## config.mk

```make
export PLATFORM = sky130hd
export DESIGN_NAME = lsu_flat
export DESIGN_NICKNAME = d
export VERILOG_FILES = /design/src/logic/lsu_pkg.sv /design/src/logic/mem_pkg.sv /design/src/logic/mem_bus_if.sv /design/src/logic/lsu.sv /design/src/logic/lsu_id_table.sv /design/src/flat_wrapper.sv
export SDC_FILE = /design/constraint.sdc
export NUM_CORES = 1
export LEC_CHECK = 0
export ABC_AREA = 1
export BUFFER_PORTS_ARGS = -buffer_cell sky130_fd_sc_hd__clkbuf_2
export CORE_ASPECT_RATIO = 1.2
export CORE_MARGIN = 10
export CORE_UTILIZATION = 44
export CTS_BUF_LIST = sky130_fd_sc_hd__clkbuf_16
export DETAILED_ROUTE_END_ITERATION = 8
export HOLD_SLACK_MARGIN = 0.08
export PLACE_DENSITY = 0.81
export SLEW_MARGIN = 25
export SYNTH_ARGS = -nofsm -noshare
export SYNTH_HDL_FRONTEND = slang
export SYNTH_SLANG_ARGS = --single-unit
```

## constraint.sdc

```tcl
create_clock -name clk_i -period 2.7 [get_ports clk_i]
set_clock_uncertainty 0.1 [all_clocks]
set_input_delay 0.54 -clock clk_i [delete_from_list [all_inputs] [get_ports clk_i]]
set_output_delay 0.54 -clock clk_i [all_outputs]
set_load 0.01 [all_outputs]
```

## src/logic/lsu_pkg.sv

```systemverilog
// Load/store unit core-side types
`default_nettype none

package lsu_pkg;

  // Number of transaction IDs that may be in flight
  localparam int unsigned NUM_OUTSTANDING = 4;

  // ---------------------------------------------------------------------
  // Request encodings
  // ---------------------------------------------------------------------

  typedef enum logic [1:0] {
    SIZE_BYTE = 2'd0,
    SIZE_HALF = 2'd1,
    SIZE_WORD = 2'd2
  } size_e;

  // AMO_NONE marks a plain load or store
  typedef enum logic [3:0] {
    AMO_NONE = 4'd0,
    AMO_SWAP = 4'd1,
    AMO_ADD  = 4'd2,
    AMO_AND  = 4'd3,
    AMO_OR   = 4'd4
  } amo_e;

  typedef logic [4:0] tag_t;

  // Per-transaction record kept until the response returns
  typedef struct packed {
    logic       write;
    tag_t       tag;
    logic       sign_ext;
    logic [1:0] offset;
    size_e      size;
  } lsu_meta_t;

endpackage

`default_nettype wire

```

## src/logic/mem_pkg.sv

```systemverilog
// Memory-side constants and types
`default_nettype none

package mem_pkg;

  // Transaction ID width for four IDs in flight
  localparam int unsigned ID_W = 2;

  // Word storage
  localparam int unsigned MEM_WORDS = 64;
  localparam int unsigned ADDR_W    = $clog2(MEM_WORDS);

  // Latency countdown wide enough for 1 + 7 cycles
  localparam int unsigned CNT_W = 4;

  typedef logic [ID_W-1:0] id_t;

  // One outstanding memory request
  typedef struct packed {
    logic             valid;
    id_t              id;
    logic [31:0]      rdata;
    logic             write;
    logic [CNT_W-1:0] count;
  } pend_t;

endpackage

`default_nettype wire

```

## src/logic/mem_bus_if.sv

```systemverilog
// Memory request and response bus
`default_nettype none

interface mem_bus_if;
  import lsu_pkg::*;
  import mem_pkg::*;

  // ---------------------------------------------------------------------
  // Request channel
  // ---------------------------------------------------------------------
  logic [31:0] qaddr;
  logic        qwrite;
  amo_e        qamo;
  logic [31:0] qdata;
  logic [3:0]  qstrb;
  id_t         qid;
  logic        qvalid;
  logic        qready;

  // ---------------------------------------------------------------------
  // Response channel
  // ---------------------------------------------------------------------
  logic [31:0] pdata;
  logic        perror;
  id_t         pid;
  logic        pvalid;
  logic        pready;

  // Load/store unit side
  modport lsu_mp (
    output qaddr, qwrite, qamo, qdata, qstrb, qid, qvalid, pready,
    input  qready, pdata, perror, pid, pvalid
  );

  // Memory side
  modport mem_mp (
    input  qaddr, qwrite, qamo, qdata, qstrb, qid, qvalid, pready,
    output qready, pdata, perror, pid, pvalid
  );

endinterface

`default_nettype wire

```

## src/logic/lsu.sv

```systemverilog
// Load/store unit
`default_nettype none

module lsu (
  input  logic              clk_i,
  input  logic              rst_i,
  // Core request
  input  lsu_pkg::tag_t     lsu_qtag_i,
  input  logic              lsu_qwrite_i,
  input  logic              lsu_qsigned_i,
  input  logic [31:0]       lsu_qaddr_i,
  input  logic [31:0]       lsu_qdata_i,
  input  lsu_pkg::size_e    lsu_qsize_i,
  input  lsu_pkg::amo_e     lsu_qamo_i,
  input  logic              lsu_qvalid_i,
  output logic              lsu_qready_o,
  // Core response
  output logic [31:0]       lsu_pdata_o,
  output lsu_pkg::tag_t     lsu_ptag_o,
  output logic              lsu_perror_o,
  output logic              lsu_pvalid_o,
  input  logic              lsu_pready_i,
  // Memory side
  mem_bus_if.lsu_mp         mem
);
  import lsu_pkg::*;
  import mem_pkg::*;

  lsu_meta_t   req_meta;
  lsu_meta_t   rsp_meta;
  id_t         req_id;
  logic        table_full;
  logic        is_store;
  logic        req_fire;
  logic        rsp_fire;
  logic [1:0]  offset;
  logic [31:0] shifted;

  assign offset = lsu_qaddr_i[1:0];

  // An AMO returns the old word, so only a plain store is a write
  assign is_store = lsu_qwrite_i && (lsu_qamo_i == AMO_NONE);

  assign req_meta = '{
    write:    is_store,
    tag:      lsu_qtag_i,
    sign_ext: lsu_qsigned_i,
    offset:   offset,
    size:     lsu_qsize_i
  };

  assign req_fire = mem.qvalid && mem.qready;
  assign rsp_fire = mem.pvalid && mem.pready;

  lsu_id_table u_id_table (
    .clk_i          (clk_i),
    .rst_i          (rst_i),
    .alloc_i        (req_fire),
    .alloc_meta_i   (req_meta),
    .alloc_id_o     (req_id),
    .full_o         (table_full),
    .release_i      (rsp_fire),
    .release_id_i   (mem.pid),
    .release_meta_o (rsp_meta)
  );

  // ---------------------------------------------------------------------
  // Request formatting
  // ---------------------------------------------------------------------
  assign mem.qvalid = lsu_qvalid_i && !table_full;
  assign mem.qaddr  = {lsu_qaddr_i[31:2], 2'b00};
  assign mem.qwrite = is_store;
  assign mem.qamo   = lsu_qamo_i;
  assign mem.qid    = req_id;

  // Byte strobes
  always_comb begin
    case (lsu_qsize_i)
      SIZE_BYTE: mem.qstrb = 4'b0001 << offset;
      SIZE_HALF: mem.qstrb = 4'b0011 << offset;
      SIZE_WORD: mem.qstrb = 4'b1111;
      default:   mem.qstrb = 4'b0000;
    endcase
  end

  // Rotate store data up into its byte lanes
  always_comb begin
    case (offset)
      2'd1:    mem.qdata = {lsu_qdata_i[23:0], lsu_qdata_i[31:24]};
      2'd2:    mem.qdata = {lsu_qdata_i[15:0], lsu_qdata_i[31:16]};
      2'd3:    mem.qdata = {lsu_qdata_i[7:0], lsu_qdata_i[31:8]};
      default: mem.qdata = lsu_qdata_i;
    endcase
  end

  // Held off while the memory stalls or no ID is left
  assign lsu_qready_o = !(mem.qvalid && !mem.qready) && !table_full;

  // ---------------------------------------------------------------------
  // Response realignment
  // ---------------------------------------------------------------------
  assign shifted = mem.pdata >> {rsp_meta.offset, 3'b000};

  always_comb begin
    case (rsp_meta.size)
      SIZE_BYTE: lsu_pdata_o = {{24{shifted[7] & rsp_meta.sign_ext}}, shifted[7:0]};
      SIZE_HALF: lsu_pdata_o = {{16{shifted[15] & rsp_meta.sign_ext}}, shifted[15:0]};
      default:   lsu_pdata_o = shifted;
    endcase
  end

  assign lsu_ptag_o   = rsp_meta.tag;
  assign lsu_perror_o = mem.perror;

  // Write replies are swallowed here
  assign lsu_pvalid_o = mem.pvalid && !rsp_meta.write;
  assign mem.pready   = lsu_pready_i || rsp_meta.write;

  // ---------------------------------------------------------------------
  // Assertions
  // ---------------------------------------------------------------------
  a_req_stable: assert property (
    @(posedge clk_i) disable iff (rst_i)
    lsu_qvalid_i && !lsu_qready_o |=> lsu_qvalid_i &&
      $stable({lsu_qtag_i, lsu_qwrite_i, lsu_qsigned_i, lsu_qaddr_i,
               lsu_qdata_i, lsu_qsize_i, lsu_qamo_i}))
    else $error("Core request changed while held");

endmodule

`default_nettype wire

```

## src/logic/lsu_id_table.sv

```systemverilog
// Transaction ID table
`default_nettype none

module lsu_id_table (
  input  logic                clk_i,
  input  logic                rst_i,
  // Allocate
  input  logic                alloc_i,
  input  lsu_pkg::lsu_meta_t  alloc_meta_i,
  output mem_pkg::id_t        alloc_id_o,
  output logic                full_o,
  // Release
  input  logic                release_i,
  input  mem_pkg::id_t        release_id_i,
  output lsu_pkg::lsu_meta_t  release_meta_o
);
  import lsu_pkg::*;
  import mem_pkg::*;

  logic [NUM_OUTSTANDING-1:0] free_q;
  lsu_meta_t                  meta_q [NUM_OUTSTANDING];

  // ---------------------------------------------------------------------
  // Lowest free ID
  // ---------------------------------------------------------------------
  always_comb begin
    alloc_id_o = '0;
    for (int i = NUM_OUTSTANDING - 1; i >= 0; i--) begin
      if (free_q[i]) begin
        alloc_id_o = ID_W'(i);
      end
    end
  end

  assign full_o = ~|free_q;

  // Metadata of the ID being answered
  assign release_meta_o = meta_q[release_id_i];

  // ---------------------------------------------------------------------
  // State
  // ---------------------------------------------------------------------
  always_ff @(posedge clk_i or posedge rst_i) begin
    if (rst_i) begin
      free_q <= '1;
    end else begin
      if (release_i) begin
        free_q[release_id_i] <= 1'b1;
      end
      // The released ID was busy and cannot be the allocated one
      if (alloc_i) begin
        free_q[alloc_id_o] <= 1'b0;
      end
    end
  end

  always_ff @(posedge clk_i) begin
    if (alloc_i) begin
      meta_q[alloc_id_o] <= alloc_meta_i;
    end
  end

  // ---------------------------------------------------------------------
  // Assertions
  // ---------------------------------------------------------------------
  a_alloc_free: assert property (
    @(posedge clk_i) disable iff (rst_i) alloc_i |-> free_q[alloc_id_o])
    else $error("Allocation onto busy ID %0d", alloc_id_o);

  a_release_busy: assert property (
    @(posedge clk_i) disable iff (rst_i) release_i |-> !free_q[release_id_i])
    else $error("Release of free ID %0d", release_id_i);

endmodule

`default_nettype wire

```

## src/flat_wrapper.sv

```systemverilog
// flat-port wrapper written by rule: the top's interface ports become plain ports
module lsu_flat import lsu_pkg::*; import mem_pkg::*;
  (clk_i, rst_i, lsu_qtag_i, lsu_qwrite_i, lsu_qsigned_i, lsu_qaddr_i, lsu_qdata_i, lsu_qsize_i, lsu_qamo_i, lsu_qvalid_i, lsu_qready_o, lsu_pdata_o, lsu_ptag_o, lsu_perror_o, lsu_pvalid_o, lsu_pready_i, mem_qaddr, mem_qwrite, mem_qamo, mem_qdata, mem_qstrb, mem_qid, mem_qvalid, mem_pready, mem_qready, mem_pdata, mem_perror, mem_pid, mem_pvalid);
  mem_bus_if mem_i ();
  input  logic clk_i;
  input  logic rst_i;
  input  lsu_pkg::tag_t lsu_qtag_i;
  input  logic lsu_qwrite_i;
  input  logic lsu_qsigned_i;
  input  logic [31:0] lsu_qaddr_i;
  input  logic [31:0] lsu_qdata_i;
  input  lsu_pkg::size_e lsu_qsize_i;
  input  lsu_pkg::amo_e lsu_qamo_i;
  input  logic lsu_qvalid_i;
  output logic lsu_qready_o;
  output logic [31:0] lsu_pdata_o;
  output lsu_pkg::tag_t lsu_ptag_o;
  output logic lsu_perror_o;
  output logic lsu_pvalid_o;
  input  logic lsu_pready_i;
  output wire logic [$bits(mem_i.qaddr)-1:0] mem_qaddr;
  output wire logic [$bits(mem_i.qwrite)-1:0] mem_qwrite;
  output wire logic [$bits(mem_i.qamo)-1:0] mem_qamo;
  output wire logic [$bits(mem_i.qdata)-1:0] mem_qdata;
  output wire logic [$bits(mem_i.qstrb)-1:0] mem_qstrb;
  output wire logic [$bits(mem_i.qid)-1:0] mem_qid;
  output wire logic [$bits(mem_i.qvalid)-1:0] mem_qvalid;
  output wire logic [$bits(mem_i.pready)-1:0] mem_pready;
  input wire logic [$bits(mem_i.qready)-1:0] mem_qready;
  input wire logic [$bits(mem_i.pdata)-1:0] mem_pdata;
  input wire logic [$bits(mem_i.perror)-1:0] mem_perror;
  input wire logic [$bits(mem_i.pid)-1:0] mem_pid;
  input wire logic [$bits(mem_i.pvalid)-1:0] mem_pvalid;
  assign mem_qaddr = mem_i.qaddr;
  assign mem_qwrite = mem_i.qwrite;
  assign mem_qamo = mem_i.qamo;
  assign mem_qdata = mem_i.qdata;
  assign mem_qstrb = mem_i.qstrb;
  assign mem_qid = mem_i.qid;
  assign mem_qvalid = mem_i.qvalid;
  assign mem_pready = mem_i.pready;
  assign mem_i.qready = mem_qready;
  assign mem_i.pdata = mem_pdata;
  assign mem_i.perror = mem_perror;
  assign mem_i.pid = mem_pid;
  assign mem_i.pvalid = mem_pvalid;
  lsu u_core (.clk_i(clk_i), .rst_i(rst_i), .lsu_qtag_i(lsu_qtag_i), .lsu_qwrite_i(lsu_qwrite_i), .lsu_qsigned_i(lsu_qsigned_i), .lsu_qaddr_i(lsu_qaddr_i), .lsu_qdata_i(lsu_qdata_i), .lsu_qsize_i(lsu_qsize_i), .lsu_qamo_i(lsu_qamo_i), .lsu_qvalid_i(lsu_qvalid_i), .lsu_qready_o(lsu_qready_o), .lsu_pdata_o(lsu_pdata_o), .lsu_ptag_o(lsu_ptag_o), .lsu_perror_o(lsu_perror_o), .lsu_pvalid_o(lsu_pvalid_o), .lsu_pready_i(lsu_pready_i), .mem(mem_i));
endmodule
```

==> impl_results.html, run 1 <==
<table>
<tr><th>Metric</th><th>Value</th></tr>
<tr><th colspan="2">Yosys</th></tr>
<tr><td>Cell accounting for the most synthesized area</td><td>edfxtp_1</td></tr>
<tr><td>Yosys warns</td><td>0</td></tr>
<tr><td>Post-synthesis cell type count</td><td>40</td></tr>
<tr><td>Share of the synthesized area in the top cell type</td><td>33.84%</td></tr>
<tr><td>Cell count after synthesis</td><td>516</td></tr>
<tr><td>Avg Inst Size Synth</td><td>7.568 um^2</td></tr>
<tr><td>Adder and majority gate portion of the synthesized area</td><td>0%</td></tr>
<tr><td>Combined area of all synthesized cells</td><td>3905 um^2</td></tr>
<tr><td>Simple-gate share of the synthesized area</td><td>31.62%</td></tr>
<tr><td>Fraction of synthesized area in multiplexers</td><td>0%</td></tr>
<tr><td>Xor and xnor area share after synthesis</td><td>0%</td></tr>
<tr><td>Sequential element share of the synthesized area</td><td>36.53%</td></tr>
<tr><td>Flip-flop and latch count after synthesis</td><td>48</td></tr>
<tr><td>Complex-gate fraction of the synthesized area</td><td>16.12%</td></tr>
<tr><td>Synth top area cells</td><td>edfxtp_1, nand2_1, buf_4, nand3_1, o2111ai_1</td></tr>
<tr><td>Dominant combinational cell family by area after synthesis</td><td>simple AND/OR/NAND/NOR gates</td></tr>
<tr><th colspan="2">Route</th></tr>
<tr><td>Antenna Violating Nets Remaining</td><td>0</td></tr>
<tr><td>Routed via count divided by cell count</td><td>5.526</td></tr>
<tr><td>Average wire per cell in the routed design</td><td>16.39 um</td></tr>
<tr><td>Detailed Routing Iterations Pass 1</td><td>5</td></tr>
<tr><td>Final routed wirelength across all metal layers</td><td>12830 um</td></tr>
<tr><td>DRC violation count after routing</td><td>0</td></tr>
<tr><td>Initial drt markers</td><td>293</td></tr>
<tr><td>Total number of vias</td><td>4327</td></tr>
<tr><th colspan="2">Placed design</th></tr>
<tr><td>HPWL reported at the end of detailed placement</td><td>10270 um</td></tr>
<tr><td>Post-detailed-placement cell area</td><td>4703 um^2</td></tr>
<tr><td>Number of instances in the placed design</td><td>769</td></tr>
<tr><td>Number of input and output port buffers inserted</td><td>170</td></tr>
<tr><td>GPL Wtd Cong</td><td>0.8948</td></tr>
<tr><th colspan="2">Power and ir drop</th></tr>
<tr><td>Leakage power summed over all cells</td><td>2.445 nW</td></tr>
<tr><td>PD cells</td><td>552.3 nW/um^2</td></tr>
<tr><td>Worst ir drop on vdd</td><td>0.0006119 V</td></tr>
<tr><th colspan="2">Setup path</th></tr>
<tr><td>Worst Setup Start Kind</td><td>input port</td></tr>
<tr><td>Critical Path End Type</td><td>primary output</td></tr>
<tr><td>Maximum fanout encountered on the critical timing path</td><td>7</td></tr>
<tr><td>Series of cell instances along the critical path</td><td>clkbuf_4 -&gt; nand2_4 -&gt; inv_4 -&gt; nand2_1 -&gt; nand2_2 -&gt; nor2_4 -&gt; nand2_4 -&gt; nor2_4 -&gt; buf_4 -&gt; nand3_4 -&gt; nand2_1 -&gt; clkbuf_2</td></tr>
<tr><td>Buffers plus inverters on the worst setup path</td><td>4</td></tr>
<tr><td>CP Data Arrival Time</td><td>1.95 ns</td></tr>
<tr><td>Worst endpoint required time</td><td>2.06 ns</td></tr>
<tr><td>Critical path's top delay family</td><td>simple AND/OR/NAND/NOR gates</td></tr>
<tr><td>Type of the setup path with the least slack</td><td>in -&gt; out</td></tr>
<tr><td>Worst path slowest cell</td><td>clkbuf_4</td></tr>
<tr><td>Highest cell delay on the worst timing path</td><td>0.18 ns</td></tr>
<tr><th colspan="2">Timing</th></tr>
<tr><td>Setup_tns</td><td>0 ns</td></tr>
<tr><td>Count of final setup violators</td><td>0</td></tr>
<tr><td>Least-Margin Pin Slew</td><td>0.5369 ns</td></tr>
<tr><td>FMAX</td><td>385.9 MHz</td></tr>
<tr><td>Fraction of the cycle the final worst path needs</td><td>95.97%</td></tr>
<tr><td>Time the final worst path needs with I/O delays and setup</td><td>2.591 ns</td></tr>
<tr><td>Number of hold-slack violations in the final timing report</td><td>0</td></tr>
<tr><td>Final-report max-slew violation count</td><td>0</td></tr>
<tr><td>Normalized max-slew margin</td><td>64.17%</td></tr>
<tr><th colspan="2">Floorplanning</th></tr>
<tr><td>Core area</td><td>8611 um^2</td></tr>
<tr><td>Initial standard-cell utilization of the core</td><td>45.35%</td></tr>
<tr><td># IOs</td><td>235</td></tr>
<tr><td>Width of the die</td><td>106 um</td></tr>
<tr><td>Row cnt</td><td>37</td></tr>
<tr><td>Vertical die dimension</td><td>123.2 um</td></tr>
<tr><td>Die area</td><td>13060 um^2</td></tr>
<tr><th colspan="2">Finish</th></tr>
<tr><td>Nets@finish</td><td>783</td></tr>
<tr><td>Final standard cell utilization of the core</td><td>58.08%</td></tr>
<tr><td>Non-filler instance count after layout</td><td>783</td></tr>
<tr><td>Most frequent cells in the layout</td><td>clkbuf_2, nand2_1, nand3_1</td></tr>
<tr><td>Layout Cell Area excl Fill</td><td>5001 um^2</td></tr>
<tr><td>Commonest non-fill, non-tap cell in the layout</td><td>clkbuf_2</td></tr>
<tr><td>Relative area change from synthesis to final layout</td><td>28.07%</td></tr>
<tr><td>Final antenna diode count</td><td>0</td></tr>
<tr><td>Fraction of final layout cells with drive strength greater than 1</td><td>37.39%</td></tr>
<tr><th colspan="2">CTS</th></tr>
<tr><td>Number of sinks on the clock net</td><td>48</td></tr>
<tr><td>Clock tree from TritonCTS</td><td>done</td></tr>
<tr><td>Num CTS Buffers</td><td>5</td></tr>
<tr><td>Maximum root-to-sink buffer count</td><td>2</td></tr>
<tr><td>Clk root buf</td><td>clkbuf_16</td></tr>
<tr><td>Worst-path clk slew</td><td>0.06 ns</td></tr>
<tr><td>H-tree lvl count</td><td>2</td></tr>
<tr><td>Worst-skew pair later-pin latency</td><td>0.28 ns</td></tr>
<tr><th colspan="2">Global routing</th></tr>
<tr><td>Global-route wire length before repair</td><td>19750 um</td></tr>
<tr><td>Overall overflow remaining after global route</td><td>0</td></tr>
<tr><td>Initial antenna violation count</td><td>0</td></tr>
<tr><td>Pin count of the biggest net entering global routing</td><td>25</td></tr>
<tr><td>Via count of the first global-routing pass</td><td>4371</td></tr>
<tr><td>All-Layer GR Usage</td><td>17.87%</td></tr>
<tr><th colspan="2">Run</th></tr>
<tr><td>Number of max-cap violations</td><td>0</td></tr>
<tr><th colspan="2">Status</th></tr>
<tr><td>Result of the run</td><td>finished, final reports clean</td></tr>
<tr><th colspan="2">Min path</th></tr>
<tr><td>Worst min-delay path category</td><td>in -&gt; async</td></tr>
</table>
final timing paths:
path | start | endpoint | slack, ns | cells past startpoint
hold reg to reg | u_core.u_id_table.free_q[3]$_DFF_PP1_ | u_core.u_id_table.free_q[3]$_DFF_PP1_ | 0.38 | 2
setup / recovery | mem_pid[1] | lsu_pdata_o[13] | 0.11 | 12
min in group clk_i | lsu_qtag_i[3] | u_core.u_id_table.meta_q[2][8]$_DFFE_PP_ | 0.38 | 1
max in group asynchronous | rst_i | u_core.u_id_table.free_q[2]$_DFF_PP1_ | 2.28 | 2
setup reg to reg | u_core.u_id_table.free_q[0]$_DFF_PP1_ | u_core.u_id_table.meta_q[0][1]$_DFFE_PP_ | 0.90 | 7
hold / removal | rst_i | u_core.u_id_table.free_q[1]$_DFF_PP1_ | 0.20 | 2
area by class of cell:
type                    count  area (um^2)
clock inverters             3        46.29
repair buffers            200         1106
fillers                   777         3610
flip-flops and latches     48         1426
clock buffers               5        125.1
inverters                  46        185.2
well taps                 117        146.4
multi-input cells         364         1966
flip-flops by register name (all words and copies together), names as in the netlist:
register and flops:
u_core.u_id_table.free_q 4, u_core.u_id_table.meta_q 44
synth_stat cells:
master / instances
nand2_1: 160
nand3_1: 48
edfxtp_1: 44
inv_1: 41
buf_4: 38
o21ai_0: 31
o2111ai_1: 26
nor2_1: 21
a21oi_1: 12
clkbuf_1: 12
a22oi_1: 9
nand2_2: 7
buf_2: 6
buf_6: 6
nor2_4: 6
nor3_1: 5
a221oi_1: 4
dfstp_2: 4
o21ai_1: 4
nand2_4: 3
o211ai_1: 3
inv_4: 2
nand3_2: 2
nand3_4: 2
nand4_2: 2
nor2_2: 2
o22ai_1: 2
o31ai_1: 2
a31oi_1: 1
and2_1: 1
and3_1: 1
clkinv_1: 1
conb_1: 1
inv_2: 1
inv_6: 1
nand3b_1: 1
nand4_1: 1
nor2_8: 1
o21a_1: 1
or2_2: 1
cell families after synthesis:
kind of cell           Yosys count
other                            1
AOI/OAI and AO/OA               95
and+or+nand+nor                264
DFF                             48
buffers and inverters          108
metrics by stage:
step	setup slack [ns]	hold WS, ns	total power [mW]
finish	0.1089	0.1979	2.762
global route	-0.009957	0.2282	2.926
CTS	0.007780	0.2015	2.728
detailed placement	-0.02326	0.3775	2.041
global placement	0.05531	0.3627	2.001
floorplan	0.3908	0.3531	1.639
layer usage:
| metal | global-route usage, % | vias to the layer above | part of all wire, % |
|---|---|---|---|
| met5 | 0 | - | 0 |
| met2 | 33.63 | 264 | 51 |
| met1 | 17.56 | 1990 | 36 |
| met4 | 5.678 | 0 | 2.2 |
| li1 | - | 2044 | - |
| met3 | 7.132 | 29 | 11 |
what timing repair did:
action / in CTS / in global routing
pin swaps: 0 / 6
setup buffers: 0 / 3
gates cloned: 0 / 3
setup endpoints to repair: 12 / 30
gates resized for setup: 1 / 14
hold buffers: 0 / 0
report_power, final:
part / internal (mW) / total (mW) / switching (mW)
Sequential: 0.942 / 0.980 / 0.0385
Clock: 0.439 / 0.686 / 0.247
Combinational: 0.414 / 1.10 / 0.682
Total: 1.79 / 2.76 / 0.967
Note: power is estimated with default switching activity, not from simulation.
==> run 2: changes to the inputs <==
Settings changed: ABC_AREA 1 to default, CORE_UTILIZATION 44 to 43.
==> impl_results.html, run 2 <==
<table>
<tr><th>Metric</th><th>Value</th></tr>
<tr><th colspan="2">Floorplanning</th></tr>
<tr><td># IOs</td><td>235 (unchanged)</td></tr>
<tr><td>Row cnt</td><td>36 (was 37)</td></tr>
<tr><td>Vertical die dimension</td><td>121.1 um (was 123.2 um)</td></tr>
<tr><td>Initial standard-cell utilization of the core</td><td>44.64% (was 45.35%)</td></tr>
<tr><td>Core area</td><td>8198 um^2 (was 8611 um^2)</td></tr>
<tr><td>Width of the die</td><td>104.2 um (was 106 um)</td></tr>
<tr><td>Die area</td><td>12620 um^2 (was 13060 um^2)</td></tr>
<tr><th colspan="2">Yosys</th></tr>
<tr><td>Most common library cells after synthesis</td><td>edfxtp_1, mux4_2, buf_4 (was nand2_1, nand3_1, edfxtp_1)</td></tr>
<tr><td>Combined area of all synthesized cells</td><td>3660 um^2 (was 3905 um^2)</td></tr>
<tr><td>Most used flip-flop cell after synthesis</td><td>edfxtp_1 (unchanged)</td></tr>
<tr><td>Cell accounting for the most synthesized area</td><td>edfxtp_1 (unchanged)</td></tr>
<tr><td>Sequential element share of the synthesized area</td><td>38.97% (was 36.53%)</td></tr>
<tr><td>Share of the synthesized area in the top cell type</td><td>36.10% (was 33.84%)</td></tr>
<tr><td>Avg Inst Size Synth</td><td>12.75 um^2 (was 7.568 um^2)</td></tr>
<tr><td>Number of synthesized flops with an enable pin</td><td>44 (unchanged)</td></tr>
<tr><td>Flip-flop and latch count after synthesis</td><td>48 (unchanged)</td></tr>
<tr><td>Synth top area cells</td><td>edfxtp_1, mux4_2, buf_4, mux2i_1, nor2b_1 (was edfxtp_1, nand2_1, buf_4, nand3_1, o2111ai_1)</td></tr>
<tr><td>Post-synthesis cell type count</td><td>37 (was 40)</td></tr>
<tr><td>Cell count after synthesis</td><td>287 (was 516)</td></tr>
<tr><td>Top-count cell post-synth</td><td>edfxtp_1 (was nand2_1)</td></tr>
<tr><td>Yosys warns</td><td>0 (unchanged)</td></tr>
<tr><td>Proportion of synthesized flip-flops having asynchronous set or reset</td><td>8.333% (unchanged)</td></tr>
<tr><th colspan="2">CTS</th></tr>
<tr><td>Worst-skew pair later-pin latency</td><td>0.28 ns (about the same)</td></tr>
<tr><td>H-tree lvl count</td><td>2 (unchanged)</td></tr>
<tr><td>Clk root buf</td><td>clkbuf_16 (unchanged)</td></tr>
<tr><td>Num CTS Buffers</td><td>5 (unchanged)</td></tr>
<tr><td>Maximum root-to-sink buffer count</td><td>2 (unchanged)</td></tr>
<tr><td>Number of sinks on the clock net</td><td>48 (unchanged)</td></tr>
<tr><td>Clock tree from TritonCTS</td><td>done (unchanged)</td></tr>
<tr><td>Count of hold buffers inserted by post-cts repair</td><td>0 (unchanged)</td></tr>
<tr><td>Worst-path clk slew</td><td>0.06 ns (about the same)</td></tr>
<tr><th colspan="2">Timing</th></tr>
<tr><td>RSZ-0062 raised after global routing</td><td>true</td></tr>
<tr><td>Worst setup margin</td><td>-0.2677 ns (was 0.1089 ns)</td></tr>
<tr><td>Setup_tns</td><td>-5.440 ns (was 0 ns)</td></tr>
<tr><td>Normalized max-slew margin</td><td>61.60% (was 64.17%)</td></tr>
<tr><td>Time the final worst path needs with I/O delays and setup</td><td>2.968 ns (was 2.591 ns)</td></tr>
<tr><td>Number of hold-slack violations in the final timing report</td><td>0 (unchanged)</td></tr>
<tr><td>Least-Margin Pin Slew</td><td>0.5759 ns (was 0.5369 ns)</td></tr>
<tr><td>Final-report max-slew violation count</td><td>0 (unchanged)</td></tr>
<tr><td>Count of final setup violators</td><td>30 (was 0)</td></tr>
<tr><td>Fraction of the cycle the final worst path needs</td><td>109.9% (was 95.97%)</td></tr>
<tr><td>FMAX</td><td>337.0 MHz (was 385.9 MHz)</td></tr>
<tr><th colspan="2">Power and ir drop</th></tr>
<tr><td>Leakage power summed over all cells</td><td>2.100 nW (was 2.445 nW)</td></tr>
<tr><td>PD cells</td><td>507.4 nW/um^2 (was 552.3 nW/um^2)</td></tr>
<tr><td>Worst ir drop on vdd</td><td>0.0004858 V (was 0.0006119 V)</td></tr>
<tr><th colspan="2">Status</th></tr>
<tr><td>Result of the run</td><td>finished with violations (was finished, final reports clean)</td></tr>
<tr><td>Violated checks</td><td>negative setup slack</td></tr>
<tr><th colspan="2">Setup path</th></tr>
<tr><td>Worst path slowest cell</td><td>mux4_2 (was clkbuf_4)</td></tr>
<tr><td>Worst endpoint required time</td><td>2.06 ns (about the same)</td></tr>
<tr><td>Worst path most repeated cell</td><td>mux2i_4</td></tr>
<tr><td>Critical path's top delay family</td><td>multiplexers (was simple AND/OR/NAND/NOR gates)</td></tr>
<tr><td>Maximum fanout encountered on the critical timing path</td><td>8 (was 7)</td></tr>
<tr><td>Buffers plus inverters on the worst setup path</td><td>3 (was 4)</td></tr>
<tr><td>Worst Setup Start Kind</td><td>input port (unchanged)</td></tr>
<tr><td>Highest cell delay on the worst timing path</td><td>0.62 ns (was 0.18 ns)</td></tr>
<tr><td>Type of the setup path with the least slack</td><td>in -&gt; out (unchanged)</td></tr>
<tr><td>Critical Path End Type</td><td>primary output (unchanged)</td></tr>
<tr><td>Series of cell instances along the critical path</td><td>clkbuf_8 -&gt; mux4_2 -&gt; mux2i_4 -&gt; mux2i_4 -&gt; o211ai_4 -&gt; clkbuf_16 -&gt; nand2_1 -&gt; clkbuf_2 (was clkbuf_4 -&gt; nand2_4 -&gt; inv_4 -&gt; nand2_1 -&gt; nand2_2 -&gt; nor2_4 -&gt; nand2_4 -&gt; nor2_4 -&gt; buf_4 -&gt; nand3_4 -&gt; nand2_1 -&gt; clkbuf_2)</td></tr>
<tr><td>CP Data Arrival Time</td><td>2.33 ns (was 1.95 ns)</td></tr>
<tr><th colspan="2">Route</th></tr>
<tr><td>Total number of vias</td><td>3035 (was 4327)</td></tr>
<tr><td>Antenna Violating Nets Remaining</td><td>0 (unchanged)</td></tr>
<tr><td>Average wire per cell in the routed design</td><td>19.04 um (was 16.39 um)</td></tr>
<tr><td>Initial drt markers</td><td>169 (was 293)</td></tr>
<tr><td>Final routed wirelength across all metal layers</td><td>10580 um (was 12830 um)</td></tr>
<tr><td>Routed via count divided by cell count</td><td>5.459 (was 5.526)</td></tr>
<tr><td>Detailed Routing Iterations Pass 1</td><td>4 (was 5)</td></tr>
<tr><td>DRC violation count after routing</td><td>0 (unchanged)</td></tr>
<tr><th colspan="2">Global routing</th></tr>
<tr><td>Global-route wire length before repair</td><td>16700 um (was 19750 um)</td></tr>
<tr><td>Overall overflow remaining after global route</td><td>0 (unchanged)</td></tr>
<tr><td>Initial antenna violation count</td><td>0 (unchanged)</td></tr>
<tr><td>Via count of the first global-routing pass</td><td>3218 (was 4371)</td></tr>
<tr><td>Pin count of the biggest net entering global routing</td><td>40 (was 25)</td></tr>
<tr><td>All-Layer GR Usage</td><td>16.01% (was 17.87%)</td></tr>
<tr><th colspan="2">Finish</th></tr>
<tr><td>Relative area change from synthesis to final layout</td><td>31.79% (was 28.07%)</td></tr>
<tr><td>Final antenna diode count</td><td>0 (unchanged)</td></tr>
<tr><td>Nets@finish</td><td>560 (was 783)</td></tr>
<tr><td>Top register by number of flip-flops</td><td>u_core.u_id_table.meta_q (unchanged)</td></tr>
<tr><td>Fraction of final layout cells with drive strength greater than 1</td><td>62.67% (was 37.39%)</td></tr>
<tr><td>Filler instances</td><td>685 (was 777)</td></tr>
<tr><td>Leading registers by flop count</td><td>u_core.u_id_table.meta_q (44), u_core.u_id_table.free_q (4) (unchanged)</td></tr>
<tr><td>Most frequent cells in the layout</td><td>clkbuf_2, edfxtp_1, mux4_2 (was clkbuf_2, nand2_1, nand3_1)</td></tr>
<tr><td>Final standard cell utilization of the core</td><td>58.84% (was 58.08%)</td></tr>
<tr><td>Commonest non-fill, non-tap cell in the layout</td><td>clkbuf_2 (unchanged)</td></tr>
<tr><td>Flip-flop count of the largest register, all copies and words added</td><td>44 (unchanged)</td></tr>
<tr><th colspan="2">Placed design</th></tr>
<tr><td>GPL Wtd Cong</td><td>0.9006 (was 0.8948)</td></tr>
<tr><td>Number of input and output port buffers inserted</td><td>170 (unchanged)</td></tr>
<tr><td>HPWL reported at the end of detailed placement</td><td>8731 um (was 10270 um)</td></tr>
<tr><th colspan="2">Run</th></tr>
<tr><td>Number of max-cap violations</td><td>0 (unchanged)</td></tr>
<tr><th colspan="2">Min path</th></tr>
<tr><td>Worst min-delay path category</td><td>in -&gt; async (unchanged)</td></tr>
</table>
[run 2: cell count changes in the layout (fill, tap and decap cells not counted), moves of 9 or more]
| cell | delta |
|---|---|
| mux4_2 | +43 |
| mux2i_1 | +16 |
| o2111ai_1 | -26 |
| nand2_1 | -140 |
| nor2_1 | -10 |
| nor2b_1 | +12 |
| nand3_1 | -44 |
| o21ai_0 | -21 |
| inv_1 | -36 |
| a22oi_1 | -9 |
[run 2: routing by layer]
metal	up-vias	global-route usage [%]	wire length (um)
met5	-	0	0
met4	0	5.923	280
met2	186	29.37	5754
met1	1438	16.00	3514
li1	1386	-	-
met3	25	6.429	1035
[run 2: worst paths after layout]
path	start	to	slack (ns)	cells after the start
worst max-delay path	mem_pid[0]	lsu_pdata_o[26]	-0.27	8
worst min-delay path	rst_i	u_core.u_id_table.free_q[0]$_DFF_PP1_	0.22	2
worst max register to register	u_core.u_id_table.free_q[2]$_DFF_PP1_	u_core.u_id_table.meta_q[3][7]$_DFFE_PP_	0.96	5
worst min register to register	u_core.u_id_table.free_q[2]$_DFF_PP1_	u_core.u_id_table.free_q[2]$_DFF_PP1_	0.41	2
max in group asynchronous	rst_i	u_core.u_id_table.free_q[3]$_DFF_PP1_	2.26	2
min in group clk_i	lsu_qsigned_i	u_core.u_id_table.meta_q[0][4]$_DFFE_PP_	0.38	1
[run 2: cell families (layout without fill, tap and decap cells)]
family,Yosys count,count (layout),synth area share [%]
muxes,63,63,32.75
and+or+nand+nor,63,63,8.479
DFF,48,48,38.97
buffers and inverters,61,215,10.94
AOI/OAI and AO/OA,51,51,8.752
other,1,2,0.1025
[run 2: layout make-up]
type                    count  area, um^2  area share [%]
inverters                   5       18.77          0.3891
repair buffers            203        1204           24.95
clock buffers               5       125.1           2.594
multi-input cells         179        1894           39.27
flip-flops and latches     48        1426           29.57
well taps                 114       142.6           2.957
clock inverters             2       12.51          0.2594
[run 2: power by group]
part	leakage, nW	internal, mW	switching, mW
Combinational	1.59	0.453	0.478
Sequential	0.442	0.903	0.0402
Clock	0.0657	0.335	0.238
[run 2: repair_timing]
item,in CTS,in global routing
pin swaps,0,1
setup endpoints to repair,30,31
gates resized for setup,10,18
setup buffers,0,3
cloned,0,1
hold endpoints to repair,0,0
[run 2: worst register-to-register path, stage by stage, from the launching register on]
cell and delay, ns:
dfstp_2 0.57, nor2_1 0.06, nor3_1 0.18, nand3_1 0.17, nor2_1 0.18, buf_4 0.20
[run 2: per-stage QoR]
step	instances	cell area, um^2	power, mW	hold slack, ns	setup WS (ns)
floorplan	288	3696	1.504	0.3768	-0.04437
CTS	552	4731	2.437	0.2199	-0.2298
global route	556	4823	2.592	0.2591	-0.3593
finish	556	4823	2.447	0.2163	-0.2677
detailed placement	545	4577	1.856	0.4009	-0.2476
global placement	545	4577	1.830	0.3951	-0.1985
